$ cat config.mk
export PLATFORM = sky130hd
export DESIGN_NAME = fetch_top
export DESIGN_NICKNAME = d
export VERILOG_FILES = /design/src/hdl/fetch_pkg.sv /design/src/hdl/fetch_pc_gen.sv /design/src/hdl/fetch_addr_queue.sv /design/src/hdl/branch_predictor.sv /design/src/hdl/fetch_out_buffer.sv /design/src/hdl/fetch_top.sv
export SDC_FILE = /design/constraint.sdc
export NUM_CORES = 2
export LEC_CHECK = 0
export BUFFER_PORTS_ARGS = -buffer_cell sky130_fd_sc_hd__buf_2
export CORE_MARGIN = 2
export CORE_UTILIZATION = 25
export CTS_CLUSTER_DIAMETER = 50
export DETAILED_ROUTE_END_ITERATION = 7
export GPL_TIMING_DRIVEN = 0
export SLEW_MARGIN = 20
export SYNTH_ARGS = -nofsm -noshare
export SYNTH_HDL_FRONTEND = slang
export SYNTH_HIERARCHICAL = 1
export SYNTH_SLANG_ARGS = --single-unit
$ cat constraint.sdc
create_clock -name iCLOCK -period 6.53 [get_ports iCLOCK]
set_input_delay 0.3265 -clock iCLOCK [delete_from_list [all_inputs] [get_ports iCLOCK]]
set_output_delay 0.3265 -clock iCLOCK [all_outputs]
set_load 0.005 [all_outputs]
$ cat src/hdl/fetch_pkg.sv
//~~~~~~~~~~~~~~~~~~~~~~~~~~~~~~~~~~~~~~~~~~~~~~~~~~~~~~~~~~~~~~~~~~~~~
// Fetch stage shared definitions
// Address width, reset vector, fetch FSM states and the
// saturating counter geometry of the branch target buffer
//~~~~~~~~~~~~~~~~~~~~~~~~~~~~~~~~~~~~~~~~~~~~~~~~~~~~~~~~~~~~~~~~~~~~~
`default_nettype none

package fetch_pkg;

	// Address and instruction word width
	localparam int ADDR_W = 32;

	localparam logic [ADDR_W-1:0] RESET_PC = '0; // First fetch after reset

	// Fetch FSM
	typedef enum logic [1:0] {
		FS_START = 2'd0,	// One cycle after reset
		FS_FETCH = 2'd1,	// Issuing requests
		FS_HALT  = 2'd2		// Stopped by exception, waits for redirect
	} fetch_state_t;

	// BTB counter geometry
	localparam int CNT_W = 2;
	localparam logic [CNT_W-1:0] CNT_MAX   = '1;
	localparam logic [CNT_W-1:0] CNT_MIN   = '0;
	localparam logic [CNT_W-1:0] CNT_ALLOC = 2'd2; // Weakly taken on allocation

endpackage

`default_nettype wire

$ cat src/hdl/fetch_pc_gen.sv
//~~~~~~~~~~~~~~~~~~~~~~~~~~~~~~~~~~~~~~~~~~~~~~~~~~~~~~~~~~~~~~~~~~~~~
// PC generator
// Holds the fetch PC, the fetch FSM and the epoch bit.
// Issues memory requests under the queue credit rule and
// steers the next PC from the BTB prediction
//~~~~~~~~~~~~~~~~~~~~~~~~~~~~~~~~~~~~~~~~~~~~~~~~~~~~~~~~~~~~~~~~~~~~~
`timescale 1ns/100ps
`default_nettype none

module fetch_pc_gen import fetch_pkg::*; (
	input wire iCLOCK,
	input wire inRESET,
	input wire exception_event,
	input wire redirect_valid,
	input wire [ADDR_W-1:0] redirect_addr,
	input wire kernel_mode,
	input wire mem_req_ready,
	input wire queue_full,
	input wire pred_hit,
	input wire pred_taken,
	input wire [ADDR_W-1:0] pred_target,
	output wire [ADDR_W-1:0] lookup_pc,
	output wire mem_req_valid,
	output wire [ADDR_W-1:0] mem_req_addr,
	output wire mem_req_kernel,
	output wire push,
	output wire push_pred_taken,
	output wire [ADDR_W-1:0] push_pred_target,
	output wire epoch
);

	fetch_state_t state_q;
	logic [ADDR_W-1:0] pc_q;
	logic epoch_q;
	logic req_xfer;
	logic pred_use;
	logic [ADDR_W-1:0] pc_next;

	assign mem_req_valid = (state_q == FS_FETCH) && !queue_full;	// Credit rule
	assign req_xfer = mem_req_valid && mem_req_ready;

	// Lookup always runs on the current PC
	assign lookup_pc = pc_q;
	assign pred_use = pred_hit && pred_taken;
	assign pc_next = pred_use ? pred_target : pc_q + ADDR_W'(4);

	assign mem_req_addr = pc_q;
	assign mem_req_kernel = kernel_mode;

	// A request taken on a redirect edge keeps the old epoch and is dropped later
	assign push = req_xfer;
	assign push_pred_taken = pred_use;
	assign push_pred_target = pred_target;
	assign epoch = epoch_q;

	always_ff @(posedge iCLOCK or negedge inRESET) begin
		if (!inRESET) begin
			state_q <= FS_START;
			pc_q <= RESET_PC;
			epoch_q <= 1'b0;
		end else if (redirect_valid) begin	// Wins over exception
			state_q <= FS_FETCH;
			pc_q <= {redirect_addr[ADDR_W-1:2], 2'b00};
			epoch_q <= !epoch_q;
		end else if (exception_event) begin
			state_q <= FS_HALT;
			epoch_q <= !epoch_q;
		end else begin
			case (state_q)
				FS_START: begin
					state_q <= FS_FETCH;
					pc_q <= RESET_PC;
				end
				FS_FETCH: begin
					if (req_xfer) begin
						pc_q <= pc_next;
					end
				end
				FS_HALT: begin
					state_q <= FS_HALT;	// Only a redirect leaves
				end
				default: begin
					state_q <= FS_START;
				end
			endcase
		end
	end

endmodule

`default_nettype wire

$ cat src/hdl/fetch_addr_queue.sv
//~~~~~~~~~~~~~~~~~~~~~~~~~~~~~~~~~~~~~~~~~~~~~~~~~~~~~~~~~~~~~~~~~~~~~
// Outstanding fetch address queue
// Show-ahead circular FIFO of issued requests with their kernel
// bit, prediction and epoch, paired in order with responses
//~~~~~~~~~~~~~~~~~~~~~~~~~~~~~~~~~~~~~~~~~~~~~~~~~~~~~~~~~~~~~~~~~~~~~
`timescale 1ns/100ps
`default_nettype none

module fetch_addr_queue import fetch_pkg::*; #(
	parameter int DEPTH = 8
) (
	input wire iCLOCK,
	input wire inRESET,
	input wire push,
	input wire [ADDR_W-1:0] push_addr,
	input wire push_kernel,
	input wire push_pred_taken,
	input wire [ADDR_W-1:0] push_pred_target,
	input wire push_epoch,
	input wire pop,
	output wire full,
	output wire [ADDR_W-1:0] head_addr,
	output wire head_kernel,
	output wire head_pred_taken,
	output wire [ADDR_W-1:0] head_pred_target,
	output wire head_epoch
);

	localparam int PTR_W = (DEPTH > 1) ? $clog2(DEPTH) : 1;
	localparam int LVL_W = $clog2(DEPTH + 1);
	localparam int ENTRY_W = 2 * ADDR_W + 3;

	logic [ENTRY_W-1:0] mem_q [DEPTH];
	logic [PTR_W-1:0] wr_ptr_q;
	logic [PTR_W-1:0] rd_ptr_q;
	logic [LVL_W-1:0] count_q;

	assign full = (count_q == LVL_W'(DEPTH));

	// Head is read straight from storage
	assign {head_epoch, head_kernel, head_pred_taken, head_pred_target, head_addr} =
		mem_q[rd_ptr_q];

	always_ff @(posedge iCLOCK) begin
		if (push) begin
			mem_q[wr_ptr_q] <= {push_epoch, push_kernel, push_pred_taken,
				push_pred_target, push_addr};
		end
	end

	always_ff @(posedge iCLOCK or negedge inRESET) begin
		if (!inRESET) begin
			wr_ptr_q <= '0;
			rd_ptr_q <= '0;
			count_q <= '0;
		end else begin
			if (push) begin
				wr_ptr_q <= (wr_ptr_q == PTR_W'(DEPTH - 1)) ? '0 : wr_ptr_q + 1'b1;
			end
			if (pop) begin
				rd_ptr_q <= (rd_ptr_q == PTR_W'(DEPTH - 1)) ? '0 : rd_ptr_q + 1'b1;
			end
			case ({push, pop})
				2'b10: count_q <= count_q + 1'b1;
				2'b01: count_q <= count_q - 1'b1;
				default: count_q <= count_q;	// Both or neither
			endcase
		end
	end

endmodule

`default_nettype wire

$ cat src/hdl/branch_predictor.sv
//~~~~~~~~~~~~~~~~~~~~~~~~~~~~~~~~~~~~~~~~~~~~~~~~~~~~~~~~~~~~~~~~~~~~~
// Branch target buffer
// Direct-mapped table of tag, target and 2-bit counter.
// Combinational lookup, clocked update from branch resolution
//~~~~~~~~~~~~~~~~~~~~~~~~~~~~~~~~~~~~~~~~~~~~~~~~~~~~~~~~~~~~~~~~~~~~~
`timescale 1ns/100ps
`default_nettype none

module branch_predictor import fetch_pkg::*; #(
	parameter int ENTRIES = 16
) (
	input wire iCLOCK,
	input wire inRESET,
	input wire [ADDR_W-1:0] lookup_pc,
	input wire upd_valid,
	input wire [ADDR_W-1:0] upd_pc,
	input wire [ADDR_W-1:0] upd_target,
	input wire upd_taken,
	output wire hit,
	output wire taken,
	output wire [ADDR_W-1:0] target
);

	localparam int IDX_W = $clog2(ENTRIES);
	localparam int TAG_W = ADDR_W - 2 - IDX_W;

	logic [ENTRIES-1:0] valid_q;
	logic [TAG_W-1:0] tag_q [ENTRIES];
	logic [ADDR_W-1:0] target_q [ENTRIES];
	logic [CNT_W-1:0] cnt_q [ENTRIES];

	logic [IDX_W-1:0] lk_idx;
	logic [TAG_W-1:0] lk_tag;
	logic [IDX_W-1:0] up_idx;
	logic [TAG_W-1:0] up_tag;
	logic up_hit;

	// Word index sits just above the byte offset
	assign lk_idx = lookup_pc[IDX_W+1:2];
	assign lk_tag = lookup_pc[ADDR_W-1:IDX_W+2];
	assign up_idx = upd_pc[IDX_W+1:2];
	assign up_tag = upd_pc[ADDR_W-1:IDX_W+2];

	assign hit = valid_q[lk_idx] && (tag_q[lk_idx] == lk_tag);
	assign taken = (cnt_q[lk_idx] >= CNT_ALLOC);	// Upper half of the counter
	assign target = target_q[lk_idx];

	assign up_hit = valid_q[up_idx] && (tag_q[up_idx] == up_tag);

	always_ff @(posedge iCLOCK or negedge inRESET) begin
		if (!inRESET) begin
			valid_q <= '0;
		end else if (upd_valid && !up_hit && upd_taken) begin
			valid_q[up_idx] <= 1'b1;	// Allocate
		end
	end

	// Table payload
	always_ff @(posedge iCLOCK) begin
		if (upd_valid) begin
			if (up_hit) begin
				if (upd_taken) begin
					target_q[up_idx] <= upd_target;
					if (cnt_q[up_idx] != CNT_MAX) begin
						cnt_q[up_idx] <= cnt_q[up_idx] + 1'b1;
					end
				end else if (cnt_q[up_idx] != CNT_MIN) begin
					cnt_q[up_idx] <= cnt_q[up_idx] - 1'b1;
				end
			end else if (upd_taken) begin
				tag_q[up_idx] <= up_tag;
				target_q[up_idx] <= upd_target;
				cnt_q[up_idx] <= CNT_ALLOC;
			end
		end
	end

endmodule

`default_nettype wire

$ cat src/hdl/fetch_out_buffer.sv
//~~~~~~~~~~~~~~~~~~~~~~~~~~~~~~~~~~~~~~~~~~~~~~~~~~~~~~~~~~~~~~~~~~~~~
// Fetch output buffer
// Pairs memory responses with the queue head, drops stale
// epochs and holds one instruction toward decode
//~~~~~~~~~~~~~~~~~~~~~~~~~~~~~~~~~~~~~~~~~~~~~~~~~~~~~~~~~~~~~~~~~~~~~
`timescale 1ns/100ps
`default_nettype none

module fetch_out_buffer import fetch_pkg::*; (
	input wire iCLOCK,
	input wire inRESET,
	input wire mem_rsp_valid,
	input wire [ADDR_W-1:0] mem_rsp_inst,
	input wire [ADDR_W-1:0] head_addr,
	input wire head_kernel,
	input wire head_pred_taken,
	input wire [ADDR_W-1:0] head_pred_target,
	input wire head_epoch,
	input wire epoch,
	input wire flush,
	input wire dec_ready,
	output wire mem_rsp_ready,
	output wire pop,
	output wire dec_valid,
	output wire [ADDR_W-1:0] dec_inst,
	output wire [ADDR_W-1:0] dec_pc,
	output wire dec_kernel,
	output wire dec_pred_taken,
	output wire [ADDR_W-1:0] dec_pred_target
);

	logic valid_q;
	logic [ADDR_W-1:0] inst_q;
	logic [ADDR_W-1:0] pc_q;
	logic kernel_q;
	logic pred_taken_q;
	logic [ADDR_W-1:0] pred_target_q;
	logic rsp_xfer;
	logic rsp_live;

	assign mem_rsp_ready = !valid_q || dec_ready;
	assign rsp_xfer = mem_rsp_valid && mem_rsp_ready;
	assign rsp_live = rsp_xfer && (head_epoch == epoch);	// Else stale, dropped
	assign pop = rsp_xfer;

	always_ff @(posedge iCLOCK or negedge inRESET) begin
		if (!inRESET) begin
			valid_q <= 1'b0;
		end else if (flush) begin
			valid_q <= 1'b0;
		end else if (rsp_live) begin
			valid_q <= 1'b1;
		end else if (dec_ready) begin
			valid_q <= 1'b0;
		end
	end

	always_ff @(posedge iCLOCK) begin
		if (rsp_live) begin
			inst_q <= mem_rsp_inst;
			pc_q <= head_addr;
			kernel_q <= head_kernel;
			pred_taken_q <= head_pred_taken;
			pred_target_q <= head_pred_target;
		end
	end

	assign dec_valid = valid_q;
	assign dec_inst = inst_q;
	assign dec_pc = pc_q;
	assign dec_kernel = kernel_q;
	assign dec_pred_taken = pred_taken_q;
	assign dec_pred_target = pred_target_q;

endmodule

`default_nettype wire

$ cat src/hdl/fetch_top.sv
//~~~~~~~~~~~~~~~~~~~~~~~~~~~~~~~~~~~~~~~~~~~~~~~~~~~~~~~~~~~~~~~~~~~~~
// Instruction fetch stage
// PC generation, outstanding address queue, branch target
// buffer and decode output buffer
//~~~~~~~~~~~~~~~~~~~~~~~~~~~~~~~~~~~~~~~~~~~~~~~~~~~~~~~~~~~~~~~~~~~~~
`timescale 1ns/100ps
`default_nettype none

module fetch_top import fetch_pkg::*; #(
	parameter int QUEUE_DEPTH = 8,	// At least the memory's outstanding limit
	parameter int BTB_ENTRIES = 16	// Power of two
) (
	input wire iCLOCK,
	input wire inRESET,
	output wire mem_req_valid,
	output wire [ADDR_W-1:0] mem_req_addr,
	output wire mem_req_kernel,
	input wire mem_req_ready,
	input wire mem_rsp_valid,
	input wire [ADDR_W-1:0] mem_rsp_inst,
	output wire mem_rsp_ready,
	output wire dec_valid,
	output wire [ADDR_W-1:0] dec_inst,
	output wire [ADDR_W-1:0] dec_pc,
	output wire dec_kernel,
	output wire dec_pred_taken,
	output wire [ADDR_W-1:0] dec_pred_target,
	input wire dec_ready,
	input wire exception_event,
	input wire redirect_valid,
	input wire [ADDR_W-1:0] redirect_addr,
	input wire kernel_mode,
	input wire upd_valid,
	input wire [ADDR_W-1:0] upd_pc,
	input wire [ADDR_W-1:0] upd_target,
	input wire upd_taken
);

	wire [ADDR_W-1:0] lookup_pc;
	wire pred_hit;
	wire pred_taken;
	wire [ADDR_W-1:0] pred_target;
	wire push;
	wire push_pred_taken;
	wire [ADDR_W-1:0] push_pred_target;
	wire epoch;
	wire queue_full;
	wire pop;
	wire [ADDR_W-1:0] head_addr;
	wire head_kernel;
	wire head_pred_taken;
	wire [ADDR_W-1:0] head_pred_target;
	wire head_epoch;
	wire flush;

	assign flush = redirect_valid || exception_event;	// Clears the held decode entry

	fetch_pc_gen u_pc_gen (
		.iCLOCK(iCLOCK),
		.inRESET(inRESET),
		.exception_event(exception_event),
		.redirect_valid(redirect_valid),
		.redirect_addr(redirect_addr),
		.kernel_mode(kernel_mode),
		.mem_req_ready(mem_req_ready),
		.queue_full(queue_full),
		.pred_hit(pred_hit),
		.pred_taken(pred_taken),
		.pred_target(pred_target),
		.lookup_pc(lookup_pc),
		.mem_req_valid(mem_req_valid),
		.mem_req_addr(mem_req_addr),
		.mem_req_kernel(mem_req_kernel),
		.push(push),
		.push_pred_taken(push_pred_taken),
		.push_pred_target(push_pred_target),
		.epoch(epoch)
	);

	// Request address and kernel bit go straight into the queue
	fetch_addr_queue #(
		.DEPTH(QUEUE_DEPTH)
	) u_addr_queue (
		.iCLOCK(iCLOCK),
		.inRESET(inRESET),
		.push(push),
		.push_addr(mem_req_addr),
		.push_kernel(mem_req_kernel),
		.push_pred_taken(push_pred_taken),
		.push_pred_target(push_pred_target),
		.push_epoch(epoch),
		.pop(pop),
		.full(queue_full),
		.head_addr(head_addr),
		.head_kernel(head_kernel),
		.head_pred_taken(head_pred_taken),
		.head_pred_target(head_pred_target),
		.head_epoch(head_epoch)
	);

	branch_predictor #(
		.ENTRIES(BTB_ENTRIES)
	) u_btb (
		.iCLOCK(iCLOCK),
		.inRESET(inRESET),
		.lookup_pc(lookup_pc),
		.upd_valid(upd_valid),
		.upd_pc(upd_pc),
		.upd_target(upd_target),
		.upd_taken(upd_taken),
		.hit(pred_hit),
		.taken(pred_taken),
		.target(pred_target)
	);

	fetch_out_buffer u_out_buffer (
		.iCLOCK(iCLOCK),
		.inRESET(inRESET),
		.mem_rsp_valid(mem_rsp_valid),
		.mem_rsp_inst(mem_rsp_inst),
		.head_addr(head_addr),
		.head_kernel(head_kernel),
		.head_pred_taken(head_pred_taken),
		.head_pred_target(head_pred_target),
		.head_epoch(head_epoch),
		.epoch(epoch),
		.flush(flush),
		.dec_ready(dec_ready),
		.mem_rsp_ready(mem_rsp_ready),
		.pop(pop),
		.dec_valid(dec_valid),
		.dec_inst(dec_inst),
		.dec_pc(dec_pc),
		.dec_kernel(dec_kernel),
		.dec_pred_taken(dec_pred_taken),
		.dec_pred_target(dec_pred_target)
	);

endmodule

`default_nettype wire

[After elaboration in Yosys (flattened, before gate mapping)]
Memory sizes are Yosys's and may differ from the RTL's.
Index checks and enable logic that the tools add are counted.
Storage, ports and cells
  bits in registers: 160
  bits in writable memories: 1496
  input bits: 138
  output and inout port bits: 134
  memories kept: 4
Memories
  u_addr_queue.mem_q: depth 8, width 67, read ports 1, clocked after memory_dff 0, write ports 1, line fetch_addr_queue.sv:33  | logic [ENTRY_W-1:0] mem_q [DEPTH];
  u_btb.target_q: depth 16, width 32, read ports 1, clocked after memory_dff 0, write ports 1, line branch_predictor.sv:29  | logic [ADDR_W-1:0] target_q [ENTRIES];
  u_btb.tag_q: depth 16, width 26, read ports 2, clocked after memory_dff 0, write ports 1, line branch_predictor.sv:28  | logic [TAG_W-1:0] tag_q [ENTRIES];
  u_btb.cnt_q: depth 16, width 2, read ports 2, clocked after memory_dff 0, write ports 1, line branch_predictor.sv:30  | logic [CNT_W-1:0] cnt_q [ENTRIES];
Cells by class
  add/subtract/negate cells: 7
  magnitude comparators: 4
  equal/unequal tests: 14
  mux-type cells: 44
  bitwise logic cells: 4
  reduce and logical (&&, ||, !) cells: 23
Operators by type and width (count)
  $mux W32: 5
  $pmux W32 S2: 1
  $eq A26 B26 Y1: 2
  $add A32 B3 Y32 const B: 1
  $mux W1: 27
  $or A16 B16 Y16: 1
  $logic_and A1 B1 Y1: 10
  $lt A4 B5 Y1 const B: 2
  $bmux W1 S4: 2
  $mux W2: 4
  $pmux W4 S2: 1
  $add A3 B1 Y3 const B: 2
  $eq A3 B3 Y1 const B: 2
  $mux W3: 2
  $pmux W2 S3: 1
  $reduce_bool A2 Y1: 3
  $reduce_bool A3 Y1: 2
  $add A4 B1 Y4 const B: 1
  $demux W1 S4: 1
  $eq A2 B1 Y1 const B: 2
  $eq A2 B2 Y1 const B: 2
  $eq A4 B4 Y1 const B: 1
  $ge A4 B1 Y1 const B: 1
  $logic_not A1 Y1: 4
  13 further kinds: 16

[Longest topological paths before layout]
  depth in word-level cells: 9
  gate-level depth with buffers: 17
  gate-level depth less buffers: 14

[Cells and area by module]
Netlist, hierarchy kept.
Modules (own cells, without submodules)
  branch_predictor: instances 1, cells each 1930, area each 41743.8 um^2
  fetch_addr_queue: instances 1, cells each 830, area each 20668.6 um^2
  fetch_out_buffer: instances 1, cells each 106, area each 3025.4 um^2
  fetch_pc_gen: instances 1, cells each 343, area each 2899.0 um^2
  fetch_top: instances 1, cells each 1, area each 6.3 um^2

[Worst setup path before layout]
No wires, ideal clock.
  kind: register -> register
  start: register u_addr_queue.count_q[3]
  end: memory u_addr_queue/mem_q[0][0] (netlist bit) (enable)
  setup time: 0.574 ns
  data arrival time: 5.733 ns
  slack: 0.222 ns
  cell stages (with the launch flop): 6
  buffers on the path: 0
  clock period less this slack: 6.308 ns
  path through: dfrtp_1 -> nor4b_1 -> nor2b_1 -> nor2b_1 -> nand2b_1 -> nor3_1
On the way
  cells in the longest elaborated chain, start to end: 6
Ends and longest elaborated chain
  start, declared: line fetch_addr_queue.sv:36  | logic [LVL_W-1:0] count_q;
  start signal, assigned: line fetch_addr_queue.sv:64  | 2'b10: count_q <= count_q + 1'b1;
  start signal, assigned: line fetch_addr_queue.sv:65  | 2'b01: count_q <= count_q - 1'b1;
  start signal, assigned: line fetch_addr_queue.sv:66  | default: count_q <= count_q;
  $eq A4 B4 Y1: line fetch_addr_queue.sv:38  | assign full = (count_q == LVL_W'(DEPTH));
  net queue_full: line fetch_top.sv:47  | wire queue_full;
  $logic_not A1 Y1: line fetch_pc_gen.sv:39  | assign mem_req_valid = (state_q == FS_FETCH) && !queue_full;
  $logic_and A1 B1 Y1: line fetch_pc_gen.sv:39
  $logic_and A1 B1 Y1: line fetch_pc_gen.sv:40  | assign req_xfer = mem_req_valid && mem_req_ready;
  net push: line fetch_top.sv:43  | wire push;
  $mux W1: line fetch_addr_queue.sv:45  | if (push) begin
  $mux W1 (not written as such): line fetch_addr_queue.sv:46  | mem_q[wr_ptr_q] <= {push_epoch, push_kernel, push_pred_taken,
  end, declared: line fetch_addr_queue.sv:33
The timed path passes the listed nets, and every way through them passes these cells.

[Worst setup path after layout]
  start: register u_pc_gen.pc_q[4], in the netlist u_pc_gen/lookup_pc[4]
  end: register u_pc_gen.pc_q[30], in the netlist u_pc_gen/lookup_pc[30]
On the way
  cells in the longest elaborated chain, start to end: 9
  elaborated cells between the ends (all ways): 15
Ends and longest elaborated chain
  start, declared: line fetch_pc_gen.sv:33  | logic [ADDR_W-1:0] pc_q;
  start signal, assigned: line fetch_pc_gen.sv:63  | pc_q <= {redirect_addr[ADDR_W-1:2], 2'b00};
  start signal, assigned: line fetch_pc_gen.sv:76  | pc_q <= pc_next;
  $mem_v2 Z16 W26 or $bmux W1 S4 (tied branches)
  $eq A26 B26 Y1 or $mux W1 (tied branches): line branch_predictor.sv:44  | assign hit = valid_q[lk_idx] && (tag_q[lk_idx] == lk_tag);
  $logic_and A1 B1 Y1 (*): line branch_predictor.sv:44
  net pred_hit: line fetch_top.sv:40  | wire pred_hit;
  $logic_and A1 B1 Y1 (*): line fetch_pc_gen.sv:44  | assign pred_use = pred_hit && pred_taken;
  $mux W32 (*): line fetch_pc_gen.sv:45  | assign pc_next = pred_use ? pred_target : pc_q + ADDR_W'(4);
  $mux W32 (*): line fetch_pc_gen.sv:75  | if (req_xfer) begin
  $pmux W32 S2 (*): line fetch_pc_gen.sv:69  | case (state_q)
  $mux W32 (*): line fetch_pc_gen.sv:65  | end else if (exception_event) begin
  $mux W32 (*): line fetch_pc_gen.sv:61  | end else if (redirect_valid) begin
The timed path passes the listed nets; every way through them passes the cells marked *. The select of a mux whose other input is x is not followed.
A chain may end at the register's enable or synchronous reset.

==> flow_metrics.py <==
metrics = {
    "outcome": {
        "status": "finished clean",
    },
    "logic_synthesis": {
        "synthFlopType": "edfxtp_1",
        "synth_area_um2": 68300,
        "ys_top_cells_by_count": "edfxtp_1 (1594), mux4_2 (531), mux2_2 (89)",
        "ys_warn_count": 6,
        "ys_async_sr_fraction": 0.0374,
        "ys_seq_area_frac": 0.723,
        "synth_top_area_cell": "edfxtp_1",
        "synth-edff-count": 1594,
        "syn_inst": 3210,
        "synth_top_area_share": 0.700,
        "syn_nets": 3356,
        "ys_types": 80,
        "synth_seq_cells": 1656,
        "yosysMostFrequentCell": "edfxtp_1",
        "syn-mean-instance-area_um2": 21.3,
        "synth_area_leaders": "edfxtp_1 (70%), mux4_2 (17%), dfrtp_1 (2.3%), mux2_2 (1.5%), buf_4 (0.82%)",
    },
    "floorplanning": {
        "core_um2": 271000,
        "row_count": 191,
        "die_x_um": 527,
        "die_y_um": 527,
        "start_util": 0.252,
        "dieArea_um2": 278000,
        "ios": 272,
    },
    "global_routing": {
        "grt_first_pass_wirelength_um": 283000,
        "track_usage": 0.143,
        "grt_overflow": 0,
        "grt_pass1_vias": 37100,
        "antenna_found_initial": 54,
        "grt_max_degree": 51,
    },
    "cells_and_area": {
        "nets": 4060,
        "drive_above_1_share": 0.380,
        "final_cells": 7642,
        "area_growth_syn_to_layout_pct": 22.2,
    },
    "critical_path": {
        "slowest_delay_ns": 0.60,
        "critPathKind": "reg -> reg",
        "cp_cell_sequence": "clkbuf_1 > clkbuf_2 > buf_2 > buf_2 > mux2i_1 > a21oi_1 > xnor2_1 > nand4_1 > or4_1 > nor4_1 > nand2_1 > nand2_1 > clkbuf_1 > nand2_1 > o211ai_1 > o311ai_1",
        "crit_arrival_ns": 7.05,
        "cp_common_cell": "nand2_1",
        "worstPathMaxFanout": 10,
        "crit_family": "buffers and inverters",
        "crit_path_end_kind": "flop",
        "path_buf_inv": 5,
        "crit_slowest_cell": "dfrtp_1",
        "worstPathRequired_ns": 7.21,
        "critical_path.startpoint_type": "flop",
    },
    "run": {
        "drv_cap": 0,
    },
    "place": {
        "hpwl_um": 144000,
        "dp_cells": 7189,
        "place_congestion": 0.889,
        "post-place-ws_ns": -0.778,
        "port-buffer-count": 263,
    },
    "detailed_routing": {
        "ant_nets": 0,
        "drt_iter0_drc": 4920,
        "num_vias": 37100,
        "vias_per_cell": 4.86,
        "drc": 0,
        "wl_um": 203000,
        "dr.pass1.iters": 7,
        "wl_per_cell_um": 26.6,
    },
    "clock_network": {
        "htreeDepth": 4,
        "clock_latency_ns": 0.84,
        "numCtsBuffers": 180,
        "cts_tree": "done",
        "clock_sinks": 1656,
        "clk_pin_slew_ns": 0.06,
        "root_buffer": "clkbuf_16",
        "clk_path_buf_depth": 3,
        "post-cts-setup-buffer-count": 0,
    },
    "worst_hold_path": {
        "hold_path_class": "in -> reg",
    },
    "timing": {
        "finClkSkew_ns": 0.0423,
        "tns_ns": 0,
        "setup_ws_ns": 0.159,
        "relSlewSlack": 0.214,
        "worst_pin_slew_ns": 1.18,
        "final-setup-viol-count": 0,
        "fmax_mhz": 157,
        "post-route-period-util": 0.976,
        "hold_viol": 0,
        "grt_setup_unrepaired": "false",
        "maxSlewViolCount": 0,
        "min_period_ns": 6.37,
    },
    "power_and_ir_drop": {
        "p_leak_nw": 26.9,
        "worst_ir_drop_vdd_uv": 275,
        "power_density_nw_per_um2": 360,
    },
}
-- cells by family after synthesis --
kind of cell | share of synthesized area
AO/OA/AOI/OAI | 0.0246
XOR/XNOR | 0.00718
adder cells (fa/ha/maj) | 0.00146
buffers and inverters | 0.0220
flip-flops | 0.723
multiplexers | 0.198
AND/OR/NAND/NOR | 0.0241
-- routing by layer --
layer / track usage / part of all wire
met1: 0.190 / 0.40
met4: 0.0549 / 0.039
met2: 0.228 / 0.47
met3: 0.0330 / 0.090
met5: 0 / 0.0011
-- metrics by stage --
stage               cell area [um^2]  power [mW]   util  hold slack, ns
floorplan                      68300        17.4      -          0.0309
global placement               74100        20.0  0.273           0.454
detailed placement             76400        20.2  0.282           0.198
CTS                            83500        30.4  0.308        0.000750
global route                   83500        31.2  0.308          0.0159
finish                         83500        30.1  0.308          0.0616
-- path summary, 6_finish.rpt --
check / from / end / slack, ns / depth (start not counted)
min in group asynchronous: inRESET / u_btb/valid_q[10]$_DFFE_PN0P_ / 0.08 / 2
worst min-delay path: redirect_addr[10] / u_pc_gen/lookup_pc[10]$_DFFE_PN0P_ / 0.06 / 3
worst min register to register: u_addr_queue/count_q[3]$_DFFE_PN0P_ / u_addr_queue/count_q[3]$_DFFE_PN0P_ / 0.48 / 1
worst max-delay path: u_pc_gen/lookup_pc[4]$_DFFE_PN0P_ / u_pc_gen/lookup_pc[30]$_DFFE_PN0P_ / 0.16 / 16
worst max register to register: u_pc_gen/lookup_pc[4]$_DFFE_PN0P_ / u_pc_gen/lookup_pc[30]$_DFFE_PN0P_ / 0.16 / 16
max in group asynchronous: inRESET / u_addr_queue/wr_ptr_q[1]$_DFFE_PN0P_ / 5.86 / 3
-- report_power, final --
part	total [mW]	internal, mW	switching [mW]	leakage [nW]
logic	6.65	2.97	3.68	8.88
registers	13.4	12.9	0.432	15.2
clock network	10.0	5.77	4.28	2.86
total	30.1	21.7	8.39	26.9
-- repair_timing --
| item | 4_1_cts | 5_1_grt |
|---|---|---|
| gates resized for setup | 23 | 11 |
| cloned | 0 | 0 |
| endpoints found under the hold margin | 1056 | 0 |
| hold buffers | 112 | 0 |
| setup endpoints to repair | 32 | 11 |
| pin swaps | 0 | 0 |
-- tightest hold or removal path: stages --
cell and delay, ns:
buf_2 0.21, a222oi_1 0.14, o21ai_0 0.15
-- placed cells by master, fill, tap and decap left out, drive strengths merged, types with 15 or more instances in the layout --
| master | n |
|---|---|
| clkbuf | 303 |
| a21oi | 32 |
| clkinv | 76 |
| xor2 | 20 |
| inv | 57 |
| mux4 | 531 |
| buf | 568 |
| dfrtp | 62 |
| nor2 | 58 |
| xnor2 | 36 |
| mux2i | 54 |
| mux2 | 89 |
| a22oi | 25 |
| o32ai | 15 |
| a22o | 16 |
| nand2 | 65 |
| nor2b | 17 |
| edfxtp | 1594 |
| nand3 | 25 |
| dlygate4sd3 | 112 |
| nand4 | 26 |
| o21ai | 43 |
| nor3 | 30 |
-- area by class of cell --
type	instances	area (um^2)
clock inverters	118	1170
fillers	26000	188000
multi-input cells	1266	17600
diodes	6	15.0
inverters	41	154
flip-flops and latches	1656	49400
well taps	3570	4470
clock buffers	216	4720
plain buffers	247	1420
repair buffers	522	4530
-- flip-flops by register name, indices dropped and copies added (netlist names) --
register	cells
u_out_buffer/dec_pc	32
u_addr_queue/rd_ptr_q	3
u_out_buffer/dec_valid	1
u_pc_gen/state_q	2
u_out_buffer/dec_pred_taken	1
u_out_buffer/dec_inst	32
u_btb/cnt_q	32
u_addr_queue/mem_q	536
u_out_buffer/dec_pred_target	32
u_btb/valid_q	16
u_pc_gen/epoch	1
u_pc_gen/lookup_pc	32
u_addr_queue/wr_ptr_q	3
u_btb/target_q	512
u_out_buffer/dec_kernel	1
u_addr_queue/count_q	4
u_btb/tag_q	416
Power figures use the tool's default switching activity.
